**config.mk**
```make
export PLATFORM = sky130hd
export DESIGN_NAME = rs_syndrome_unit
export DESIGN_NICKNAME = d
export VERILOG_FILES = /design/src/hdl/rs_pkg.sv /design/src/hdl/rs_syndrome_unit.sv /design/src/hdl/syndrome_port.sv /design/src/hdl/syndrome_accumulator.sv
export VERILOG_INCLUDE_DIRS = /design/src /design/src/include
export SDC_FILE = /design/constraint.sdc
export NUM_CORES = 1
export LEC_CHECK = 0
export BUFFER_PORTS_ARGS = -buffer_cell sky130_fd_sc_hd__buf_2
export CAP_MARGIN = 20
export CORE_MARGIN = 4
export CORE_UTILIZATION = 30
export CTS_BUF_LIST = sky130_fd_sc_hd__clkbuf_8
export DETAILED_ROUTE_END_ITERATION = 16
export GPL_TIMING_DRIVEN = 0
export HOLD_SLACK_MARGIN = 0.12
export PLACE_DENSITY_LB_ADDON = 0.25
export SLEW_MARGIN = 40
export SYNTH_ARGS = -nofsm -noshare
export SYNTH_HDL_FRONTEND = slang
export SYNTH_SLANG_ARGS = --single-unit
export TNS_END_PERCENT = 100
```
**constraint.sdc**
```tcl
create_clock -name clock -period 19.9 [get_ports clock]
set_input_delay 3.98 -clock clock [delete_from_list [all_inputs] [get_ports clock]]
set_output_delay 3.98 -clock clock [all_outputs]
set_load 0.01 [all_outputs]
```
**src/include/rs_cfg.svh**
```systemverilog
`ifndef RS_CFG_SVH
`define RS_CFG_SVH

// RS(255,223) over GF(2^8)

// received bytes per codeword
`define RS_N 255

// syndromes S(1) .. S(32), one per root alpha^1 .. alpha^32
`define RS_NSYM 32

// x^8 + x^4 + x^3 + x^2 + 1 without the x^8 term
`define RS_POLY 8'h1D

// independent read-out consumers
`define RS_READ_PORTS 4

// coefficient address, wide enough for RS_NSYM entries
`define RS_ADDR_W 5

// byte counter, must hold RS_N
`define RS_CNT_W 8

`endif
```
**src/hdl/rs_pkg.sv**
```systemverilog
`default_nettype none

`include "rs_cfg.svh"

package rs_pkg;

	// one symbol of GF(2^8)
	typedef logic [7:0] gf_elem_t;

	// index into the syndrome set, address a holds S(a+1)
	typedef logic [`RS_ADDR_W-1:0] syn_addr_t;

	// the whole syndrome set, entry i is S(i+1)
	typedef gf_elem_t [`RS_NSYM-1:0] syn_vec_t;

	// one received byte with its strobe
	typedef struct packed {
		logic     strobe;
		gf_elem_t data;
	} rx_byte_t;

	// one read-out response
	typedef struct packed {
		logic      ready;
		syn_addr_t addr;
		gf_elem_t  value;
	} syn_word_t;

	// primitive element of the field
	localparam gf_elem_t GF_ALPHA = 8'h02;

	// multiplicative group order
	localparam int unsigned GF_ORDER = 255;

	// shift and add product, reduced by the field polynomial on every shift
	function automatic gf_elem_t gf_mul(input gf_elem_t a, input gf_elem_t b);
		gf_elem_t acc;
		gf_elem_t sh;

		acc = '0;
		sh  = a;
		for (int k = 0; k < 8; k++)
		begin
			if (b[k])
				acc = acc ^ sh;
			if (sh[7])
				sh = {sh[6:0], 1'b0} ^ `RS_POLY;
			else
				sh = {sh[6:0], 1'b0};
		end
		return acc;
	endfunction

	// alpha^power, only called with constants so it folds away
	function automatic gf_elem_t gf_alpha_pow(input int unsigned power);
		gf_elem_t    elem;
		int unsigned steps;

		elem  = 8'h01;
		steps = power % GF_ORDER;
		for (int unsigned k = 0; k < steps; k++)
		begin
			elem = gf_mul(elem, GF_ALPHA);
		end
		return elem;
	endfunction

endpackage

`default_nettype wire

```
**src/hdl/rs_syndrome_unit.sv**
```systemverilog
`timescale 1ns/1ps
`default_nettype none

`include "rs_cfg.svh"

module rs_syndrome_unit
	import rs_pkg::*;
(
	input  logic                      clock,
	input  logic                      reset,
	input  logic                      start,
	input  rx_byte_t                  rx,
	input  logic [`RS_READ_PORTS-1:0] send,
	output syn_word_t                 resp [`RS_READ_PORTS],
	output logic                      codeword_end,
	output logic                      error_detected
);

	// shared by every read port
	syn_vec_t syndromes;

	syndrome_accumulator accumulator_inst (
		.clock          (clock),
		.reset          (reset),
		.start          (start),
		.rx             (rx),
		.syndromes      (syndromes),
		.codeword_end   (codeword_end),
		.error_detected (error_detected)
	);

	// each consumer walks the syndromes at its own pace
	for (genvar p = 0; p < `RS_READ_PORTS; p++)
	begin : g_port
		syndrome_port port_inst (
			.clock        (clock),
			.reset        (reset),
			.start        (start),
			.codeword_end (codeword_end),
			.send         (send[p]),
			.syndromes    (syndromes),
			.resp         (resp[p])
		);
	end

endmodule

`default_nettype wire

```
**src/hdl/syndrome_port.sv**
```systemverilog
`timescale 1ns/1ps
`default_nettype none

`include "rs_cfg.svh"

module syndrome_port
	import rs_pkg::*;
(
	input  logic      clock,
	input  logic      reset,
	input  logic      start,
	input  logic      codeword_end,
	input  logic      send,
	input  syn_vec_t  syndromes,
	output syn_word_t resp
);

	localparam syn_addr_t LAST_ADDR = syn_addr_t'(`RS_NSYM - 1);

	syn_addr_t count;
	syn_addr_t count_next;
	logic      honour;
	gf_elem_t  coef;
	logic      ready_q;
	syn_addr_t addr_q;
	gf_elem_t  value_q;

	// a request only counts once the syndromes are final
	assign honour = codeword_end && send;

	// wrap after the last coefficient
	assign count_next = (count == LAST_ADDR) ? '0 : count + 1'b1;

	// address a returns S(a+1), which sits in entry a
	assign coef = syndromes[count];

	always_ff @(posedge clock)
	begin
		if (!reset)
		begin
			count   <= '0;
			ready_q <= 1'b0;
		end
		else if (start)
		begin
			count   <= '0;
			ready_q <= 1'b0;
		end
		else
		begin
			// ready follows the honoured send, count holds while paused
			ready_q <= honour;
			if (honour)
				count <= count_next;
		end
	end

	always_ff @(posedge clock)
	begin
		if (honour)
		begin
			addr_q  <= count;
			value_q <= coef;
		end
	end

	assign resp.ready = ready_q;
	assign resp.addr  = addr_q;
	assign resp.value = value_q;

endmodule

`default_nettype wire

```
**src/hdl/syndrome_accumulator.sv**
```systemverilog
`timescale 1ns/1ps
`default_nettype none

`include "rs_cfg.svh"

module syndrome_accumulator
	import rs_pkg::*;
(
	input  logic     clock,
	input  logic     reset,
	input  logic     start,
	input  rx_byte_t rx,
	output syn_vec_t syndromes,
	output logic     codeword_end,
	output logic     error_detected
);

	// counter values as plain integers, sliced to the counter width below
	localparam int CODE_LEN   = `RS_N;
	localparam int LAST_INDEX = `RS_N - 1;

	logic [`RS_CNT_W-1:0] byte_count;
	logic                 full;
	logic                 accept;
	logic                 last_byte;
	logic                 any_nonzero;
	syn_vec_t             syn_next;
	gf_elem_t             syn_q [`RS_NSYM];

	// a full codeword has been taken, later strobes are dropped
	assign full = (byte_count == CODE_LEN[`RS_CNT_W-1:0]);

	assign accept = rx.strobe && !full;

	// this strobe completes the codeword
	assign last_byte = accept && (byte_count == LAST_INDEX[`RS_CNT_W-1:0]);

	// zero test on the values the last byte produces, so the flag lands with it
	assign any_nonzero = |syn_next;

	always_ff @(posedge clock)
	begin
		if (!reset)
		begin
			byte_count <= '0;
		end
		else if (start)
		begin
			byte_count <= '0;
		end
		else if (accept)
		begin
			byte_count <= byte_count + 1'b1;
		end
	end

	// one Horner cell per syndrome: S <- S * alpha^(i+1) + r
	for (genvar i = 0; i < `RS_NSYM; i++)
	begin : g_cell
		localparam gf_elem_t ROOT = gf_alpha_pow(i + 1);

		assign syn_next[i] = gf_mul(syn_q[i], ROOT) ^ rx.data;

		// cleared for every new codeword, so it needs start and reset alike
		always_ff @(posedge clock)
		begin
			if (!reset)
			begin
				syn_q[i] <= '0;
			end
			else if (start)
			begin
				syn_q[i] <= '0;
			end
			else if (accept)
			begin
				syn_q[i] <= syn_next[i];
			end
		end

		assign syndromes[i] = syn_q[i];
	end

	// both flags rise with the last byte and hold until start
	always_ff @(posedge clock)
	begin
		if (!reset)
		begin
			codeword_end   <= 1'b0;
			error_detected <= 1'b0;
		end
		else if (start)
		begin
			codeword_end   <= 1'b0;
			error_detected <= 1'b0;
		end
		else if (last_byte)
		begin
			codeword_end   <= 1'b1;
			error_detected <= any_nonzero;
		end
	end

endmodule

`default_nettype wire

```
==> results of run 1 <==
## stage by stage
stage / std cells / hold WS, ns
final: 3678 / 0.442
after global routing: 3675 / 0.456
after CTS: 3674 / 0.442
after detailed placement: 3548 / 0.423
after global placement: 3534 / 0.423
after floorplan: 2225 / 0.406
## cell families after synthesis
logic type,Yosys count
xor+xnor,629
flops,342
compound gates,78
mux,366
simple gates,552
fa+ha+maj,10
buf+inv,248
## worst min-delay path by stage
| stage | to | slack (ns) | depth (start not counted) |
|---|---|---|---|
| 3_3_place_gp | g_port[3].port_inst.addr_q[3] | 0.42 | 0 |
| 5_1_grt | g_port[2].port_inst.addr_q[3] | 0.46 | 0 |
| 4_1_cts | g_port[2].port_inst.addr_q[3] | 0.44 | 0 |
| 2_1_floorplan | g_port[0].port_inst.addr_q[3] | 0.41 | 0 |
| 3_5_place_dp | g_port[2].port_inst.addr_q[3] | 0.42 | 0 |
| 6_report | g_port[2].port_inst.addr_q[3] | 0.44 | 0 |
## synth_stat cells, drive strengths merged, types with 31 or more instances
cell type  number  share of area (%)
a21oi          33               0.59
and3           31               0.70
buf            97                1.8
clkbuf        144                2.0
dfxtp          34                2.4
edfxtp        308                 33
mux2           36                1.4
mux4          320                 26
nand2          52               0.70
nand4          34               0.76
nor2          265                3.5
nor3           57                1.0
xnor2         407                 13
xor2          187                5.9
## sequential cells by signal, indices dropped and copies added, names as in the netlist
signal                           cells
g_port.port_inst.addr_q             20
accumulator_inst.error_detected      1
accumulator_inst.codeword_end        1
g_port.port_inst.ready_q             4
g_port.port_inst.value_q            32
accumulator_inst.syn_q             256
g_port.port_inst.count              20
accumulator_inst.byte_count          8
## layout make-up
| cell class | count | area (um2) | share of cell area [%] |
|---|---|---|---|
| antenna | 4 | 10.0 | 0.0315 |
| buffer | 241 | 1110 | 3.50 |
| clock buffer | 75 | 1030 | 3.25 |
| clock inverter | 51 | 328 | 1.03 |
| inverter | 7 | 26.3 | 0.0828 |
| multi-input combinational | 1635 | 17100 | 54.0 |
| sequential | 342 | 9930 | 31.3 |
| tap | 1243 | 1560 | 4.90 |
| timing repair buffer | 80 | 611 | 1.92 |
## worst reg2reg max path, stage by stage, from the launching register on
cell and delay (ns):
edfxtp_1 0.31, clkbuf_1 0.59, xnor2_1 0.18, xnor2_1 0.42, nand4_1 0.45, a2111oi_0 0.49, nand4_1 0.15, nor4_1 0.79
nand4_1 0.16, o211a_1 0.18
## power groups by stage
stage	registers, mW	clock network [mW]	logic [mW]
after floorplan	0.894	0	0.531
after CTS	0.914	0.775	0.820
after global routing	0.921	0.805	0.862
after detailed placement	0.928	0	0.814
after global placement	0.934	0	0.800
final	0.919	0.762	0.837
## layer usage
metal	part of all wire [%]	wire length [um]	global-route usage, %
met1	39	54300	37.1
met2	43	59300	40.9
met3	12	16100	7.81
met4	6.2	8560	14.5
met5	0.025	35	0
==> run summary, run 1 <==
The count of flip-flops with a built-in enable after synthesis is 308. Relative to the synthesized area, the layout overhead comes to 13.2%. The die width came out at about 310 um. In this run, post-CTS hold repair placed 0 buffers. The floorplan core area came out at 92,200 um2.

The boundary pin count is 74. The critical path starts at rx[7]. The synthesized cell area came out at about 28,000 um2.

The synthesized netlist cell count is 2,225. The fraction of final layout cells with drive strength greater than 1 is 27.8%. Summing the areas of all compound-gate instances in the mapped netlist gives 1.71% of the synthesized area. STA classifies the critical path startpoint as an input port. The proportion of power drawn by flip-flops and latches came out at 36.5%.

The number of setup violations in the final report came out at 0. The setup check on the worst reg-to-reg path leaves a slack of 16.12 ns. The number of design rule violations left after detail routing is 0.

The data arrival time of the critical path is 8.12 ns. The maximum VDD drop is 0.0406 mV. Counting stages on the worst path, the most repeated cell is buf_2.

The top cell types in the final layout, fill and taps aside, are 396 x xnor2_1, 316 x mux4_2, 308 x edfxtp_1. The detailed-route vias per instance came out at 5.91. The wire length of the first global-routing pass came out at 184,000 um. The leakage power is about 11 nW. Counting flops with an async set or reset pin after synthesis yields a share of 0%. Of the total synthesized cell area, the portion taken by AND, OR, NAND and NOR gates is a little under a tenth. For the pin with the worst max-slew slack, the measured transition is 1.02 ns. The number of antenna violations at the first check in global routing is 13. The starting density of the core came out at 30.4%. The slowest stage of the critical path is the a2111oi_1 cell. The clock drives 342 sinks. No sink is reached through more buffers than the 3 on the longest clock path. The number of nets handed over by synthesis was 2,251. The number of I/O port buffers is 66. The flop and latch count out of synthesis is 342.

The post-placement setup slack is 11.71 ns. The routed wirelength normalized by instance count came out at 37.6 um. The proportion of synthesized chip area in sequential cells came out at 35.4%. The count of antenna-violating nets left after detailed routing came out at 0.

The number of placement rows came out at between 100 and 150. The final wirelength is around 140,000 um. The destination of the critical timing path is accumulator_inst.error_detected. The internal power summed over all cells came out at 1.57 mW. At the worst endpoint, the required time is 20.52 ns. The final critical path time including I/O delays and setup is 7.49 ns. The switching part of the total is between 30% and 40%. The post-CTS setup buffer count came out at 0. Counting the fill cells in the layout gives 9,227. The last weighted congestion value of the routability-driven placer is about 1.1. The number of slew-limit violations in the final report came out at 0. Setup repair after global routing left no endpoint under its margin. The largest incremental delay on the critical path came out at 0.73 ns. The number of cells on the critical path is 10.

The clock latency of the later-clocked register in the worst-skew pair is approximately 0.74 ns. The half-perimeter wire length of the detailed placement result is about 110,000 um. The clock buffer count from CTS is 72. The share of the cycle needed by the critical path after routing came out at 37.7%. The post-route clock skew came out at 0.0690 ns. The run finished with clean final reports. The number of distinct library cell variants in the gate-level netlist after synthesis is 63. The most used flip-flop cell after synthesis is edfxtp_1. The number of H-tree levels is 3.

The routed layout has 21,700 vias. The die outline area is 98,400 um2. After Yosys synthesis, XOR and XNOR cells account for a little over a fifth of the synthesized area.

The normalized max-slew margin is between 30% and 40%. On the critical path the largest part of the delay comes from buffers and inverters. Across all setup checks in the final design, the least slack found is 12.41 ns. The root buffer cell chosen for the clock tree is clkbuf_8.

Post-CTS repair changed the size of 0 cells. The proportion of power drawn by the clock network is 30.2%. The global-route usage over all layers came out at approximately 28%. The via count of the first global-routing pass came to 20,700.

In this run the critical register-to-register path is captured at accumulator_inst.error_detected. The class of the most critical setup path is input port to flip-flop. In this run the most critical hold path is launched from g_port[2].port_inst.count[3].

Of all nets on the critical path, the largest fanout is 10. Yosys printed 0 warnings. The final layout net count came out at ~2,400. For this run, the top clock speed supported by timing is roughly 130 MHz. STA classifies the critical path endpoint as a flip-flop. The library cell used most frequently in the layout, excluding fill and tap cells, is xnor2_1.

The post-placement cell area is between 30,000 and 40,000 um2. The die span in y is 314 um. The total chip power is 2.52 mW. After clock tree synthesis, the clock-pin slew on the worst setup and hold paths is roughly 0.06 ns.

The mean area per synthesized cell came out at 12.6 um2. Counting cells, the worst reg-to-reg path comes to 9. The startpoint identified for the worst register-to-register timing path is accumulator_inst.syn_q[1][26].

The mux cell area share after synthesis came out at 27.6%. For this run, the share of the core covered by cells in the final layout is 34.4%. The largest net degree at the start of global routing is 40. The final hold violation count was 0. The net switching component of the power came out at 0.951 mW. The area of all placed cells without fillers came out at 31,700 um2. Global routing finished with a remaining overflow of 0.

After synthesis, the largest family of logic cells by area is multiplexers. The TritonCTS clock tree is done. The total power density per cell area is 79.4 nW/um2. The count of buffer and inverter cells on the critical path came out at 3.

The signal on the critical path passes through buf_2, buf_2, buf_2, and3_1, o2111ai_1, a2111oi_1, nand4_1, nor4_1, nand4_1, o211a_1. The post-synthesis adder-cell area fraction is 0.446%. The detailed router finished its first iteration with 3,456 violations.

The count of max-cap constraint violations came out at 0. The first-pass detailed-route iteration total is 5. Combinational logic is responsible for 33.2% of the overall power. The total negative slack for setup checks came out at 0 ns. The worst hold path belongs to the class flip-flop to flip-flop.
Note: power is estimated with default switching activity, not from simulation.
==> inputs of run 2 (changes only) <==
Clock period 19.9 ns to 6.7 ns, I/O delays scaled along.
==> run 2 against run 1 <==
Clock skew fell by 0.032 ns. First-iteration DRC count increased by 3.8%. Register-to-register slack worse by 13 ns. Power rose to 3.0 times the previous value. Final cell count rose by 0.14%. Sequential cell count unchanged. Clock power grew to 3.0 times the previous value. Largest cell class unchanged. Cell area is essentially flat.
==> run summary, run 2 (synthesis gave the netlist of run 1 again) <==
For this block, the initial DRC count from the detailed router was 3,589. The final layout net count is between 2,000 and 2,500. The cell that appears most often on the critical path is buf_2. The critical path required time came out at between 7 and 8 ns. The wire length of the first global-routing pass came out at 182,000 um.

The register with the most flip-flops in the layout has between 200 and 300 of them. The later pin in the worst-skew pair is clocked with a latency of 0.68 ns. The routed length on met3 came out at 16,500 um. The kind of cell with the highest combined delay along the critical path is buffers and inverters. The reg-to-reg critical path endpoint is accumulator_inst.error_detected. After floorplanning, the core was divided into 111 placement rows. The die width came out at around 310 um. The detail route stage leaves a number of antenna-violating nets equal to 0.

The number of setup violations in the final report came out at 0. The post-CTS setup buffer count came out at 0. The final wirelength is approximately 140,000 um. The boundary pin count is 74. The setup slack of the worst register-to-register path came out at 2.90 ns. Timing would allow up to a little under 200 MHz. The critical path crosses 10 cells after its start point. The post-placement setup slack is ~0.98 ns. The register with the most flip-flops in the final layout is accumulator_inst.syn_q. The cell count of the worst reg-to-reg path is 9. The count of buffer and inverter cells on the critical path came out at 3. In this design, the stage delay of the slowest critical-path cell is 0.71 ns. Setup repair after global routing left no endpoint under its margin. The post-CTS resize count came out at 0.

Across the VDD grid, the largest voltage drop is 0.121 mV. The layout overhead on the synthesized area came out at 13.2%. The maximum number of buffers from clock root to sink is 3.

In this run the tightest slew margin relative to its limit is 37.0%. The startpoint identified for the worst hold timing path is g_port[2].port_inst.count[3]. The last weighted congestion value of the routability-driven placer is 1.05. The total grt overflow came out at 0. The worst setup path is captured at a flip-flop. The number of H-tree levels came out at 3. The min-delay analysis places its worst path in the category flip-flop to flip-flop. The cell with the biggest individual delay on the critical path is a2111oi_0. In this run, CTS created clock tree buffers numbering 72. The die span in y came out at 314 um.

The number of antenna violations at the first check in global routing was 10. The most critical setup path has its startpoint at rx[7]. The routed wirelength normalized by instance count came out at 37.1 um. The worst path needs 5.06 ns of the cycle, external delays included. The detailed-route vias per instance came out at around 5.9.

The detailed router used layers up to and including met5. In the final layout, the share of cells above drive strength 1 is ~28%. The origin of the critical flop-to-flop path is accumulator_inst.syn_q[1][26]. The highest fanout seen on the critical path came out at 10. For this run, design rule violations remaining after detail routing come to 0. The count of max-cap constraint violations is 0. Detailed placement ended at an HPWL of between 100,000 and 150,000 um.

The transition time of the tightest slew-check pin came out at 0.945 ns. TritonCTS built the clock tree. The final hold violation count is 0. The global-route usage over all layers is about 27%. The number of buffers added to fix hold violations after cts is 0. The total power density per cell area is about 240 nW/um2. The core region is 92,200 um2. The count of buffers added on input and output ports is 66. The clock transition at the register clock pins on the worst setup and hold paths after CTS came out at 0.06 ns. The data arrival time of the critical path came out at 5.63 ns. Across the routed clock network, the largest skew measured is between 0.03 and 0.04 ns. The die outline area came out at 98,400 um2. For this block, wires on met1 add up to 52,800 um. In the layout the commonest cells are 395 x xnor2_1, 316 x mux4_2, 308 x edfxtp_1. The number of slew-limit violations in the final report came out at 0. The clock sink count is 342.

The leakage power came out at 11.2 nW. The run finished with clean final reports. The via count of the first global-routing pass is 20,900. The largest net degree at the start of global routing is 40. The total via count in the routed design is 21,700.

The critical path is of the input port to flip-flop type. The first-pass detailed-route iteration total came out at 5. The signal on the critical path passes through buf_2, buf_2, buf_2, and3_1, o2111ai_1, a2111oi_0, nand4_1, nor4_1, nand4_1, o211a_1.

In this run the clock root is driven by a clkbuf_8. Following the worst setup path forward leads to its endpoint at accumulator_inst.error_detected. In the final layout, the registers with the most flip-flops are accumulator_inst.syn_q (256), g_port.port_inst.value_q (32).

The starting density of the core is between 30% and 40%. The met2 wire length came out at 57,200 um. The worst hold slack is 0.441 ns. STA classifies the critical path startpoint as an input port. Leaving out fill and tap cells, the most frequent cell in the layout is xnor2_1. The setup slack after layout is 1.64 ns.

The share of the cycle needed by the critical path after routing is 75.5%.
run 2: layer usage:
layer,up-vias,track usage (%)
li1,8608,-
met1,11200,36.2
met2,1560,39.3
met3,321,7.94
met4,2,17.4
met5,-,0
run 2: power by group:
group | total, mW | internal [mW] | switching [mW] | leakage (nW)
Combinational | 2.49 | 0.979 | 1.51 | 6.68
Sequential | 2.73 | 2.48 | 0.250 | 3.75
Clock | 2.25 | 1.20 | 1.05 | 0.796
run 2: metrics by stage:
step | cell area, um2 | util [%] | cells | power (mW) | TNS (ns)
floorplan | 28000 | - | 2225 | 4.23 | 0
global placement | 29900 | 32.5 | 3534 | 5.13 | -740.06
detailed placement | 30300 | 32.9 | 3547 | 5.17 | 0
CTS | 31700 | 34.4 | 3679 | 7.43 | 0
global route | 31700 | 34.4 | 3680 | 7.67 | 0
finish | 31700 | 34.4 | 3683 | 7.47 | 0
run 2: worst min path at each step:
stage / to / slack [ns] / depth (start not counted)
finish: g_port[2].port_inst.addr_q[3] / 0.44 / 0
global placement: g_port[3].port_inst.addr_q[3] / 0.42 / 0
floorplan: g_port[0].port_inst.addr_q[3] / 0.41 / 0
global route: g_port[2].port_inst.addr_q[3] / 0.46 / 0
CTS: g_port[0].port_inst.addr_q[3] / 0.45 / 0
detailed placement: g_port[0].port_inst.addr_q[3] / 0.43 / 0
run 2: cell type report:
cell class | instances | area [um2]
Antenna cell | 4 | 10.0
Buffer | 241 | 1100
Clock buffer | 79 | 1090
Clock inverter | 53 | 303
Fill cell | 9179 | 60500
Inverter | 7 | 26.3
Multi-Input combinational cell | 1635 | 17100
Sequential cell | 342 | 9930
Tap cell | 1243 | 1560
Timing Repair Buffer | 79 | 574
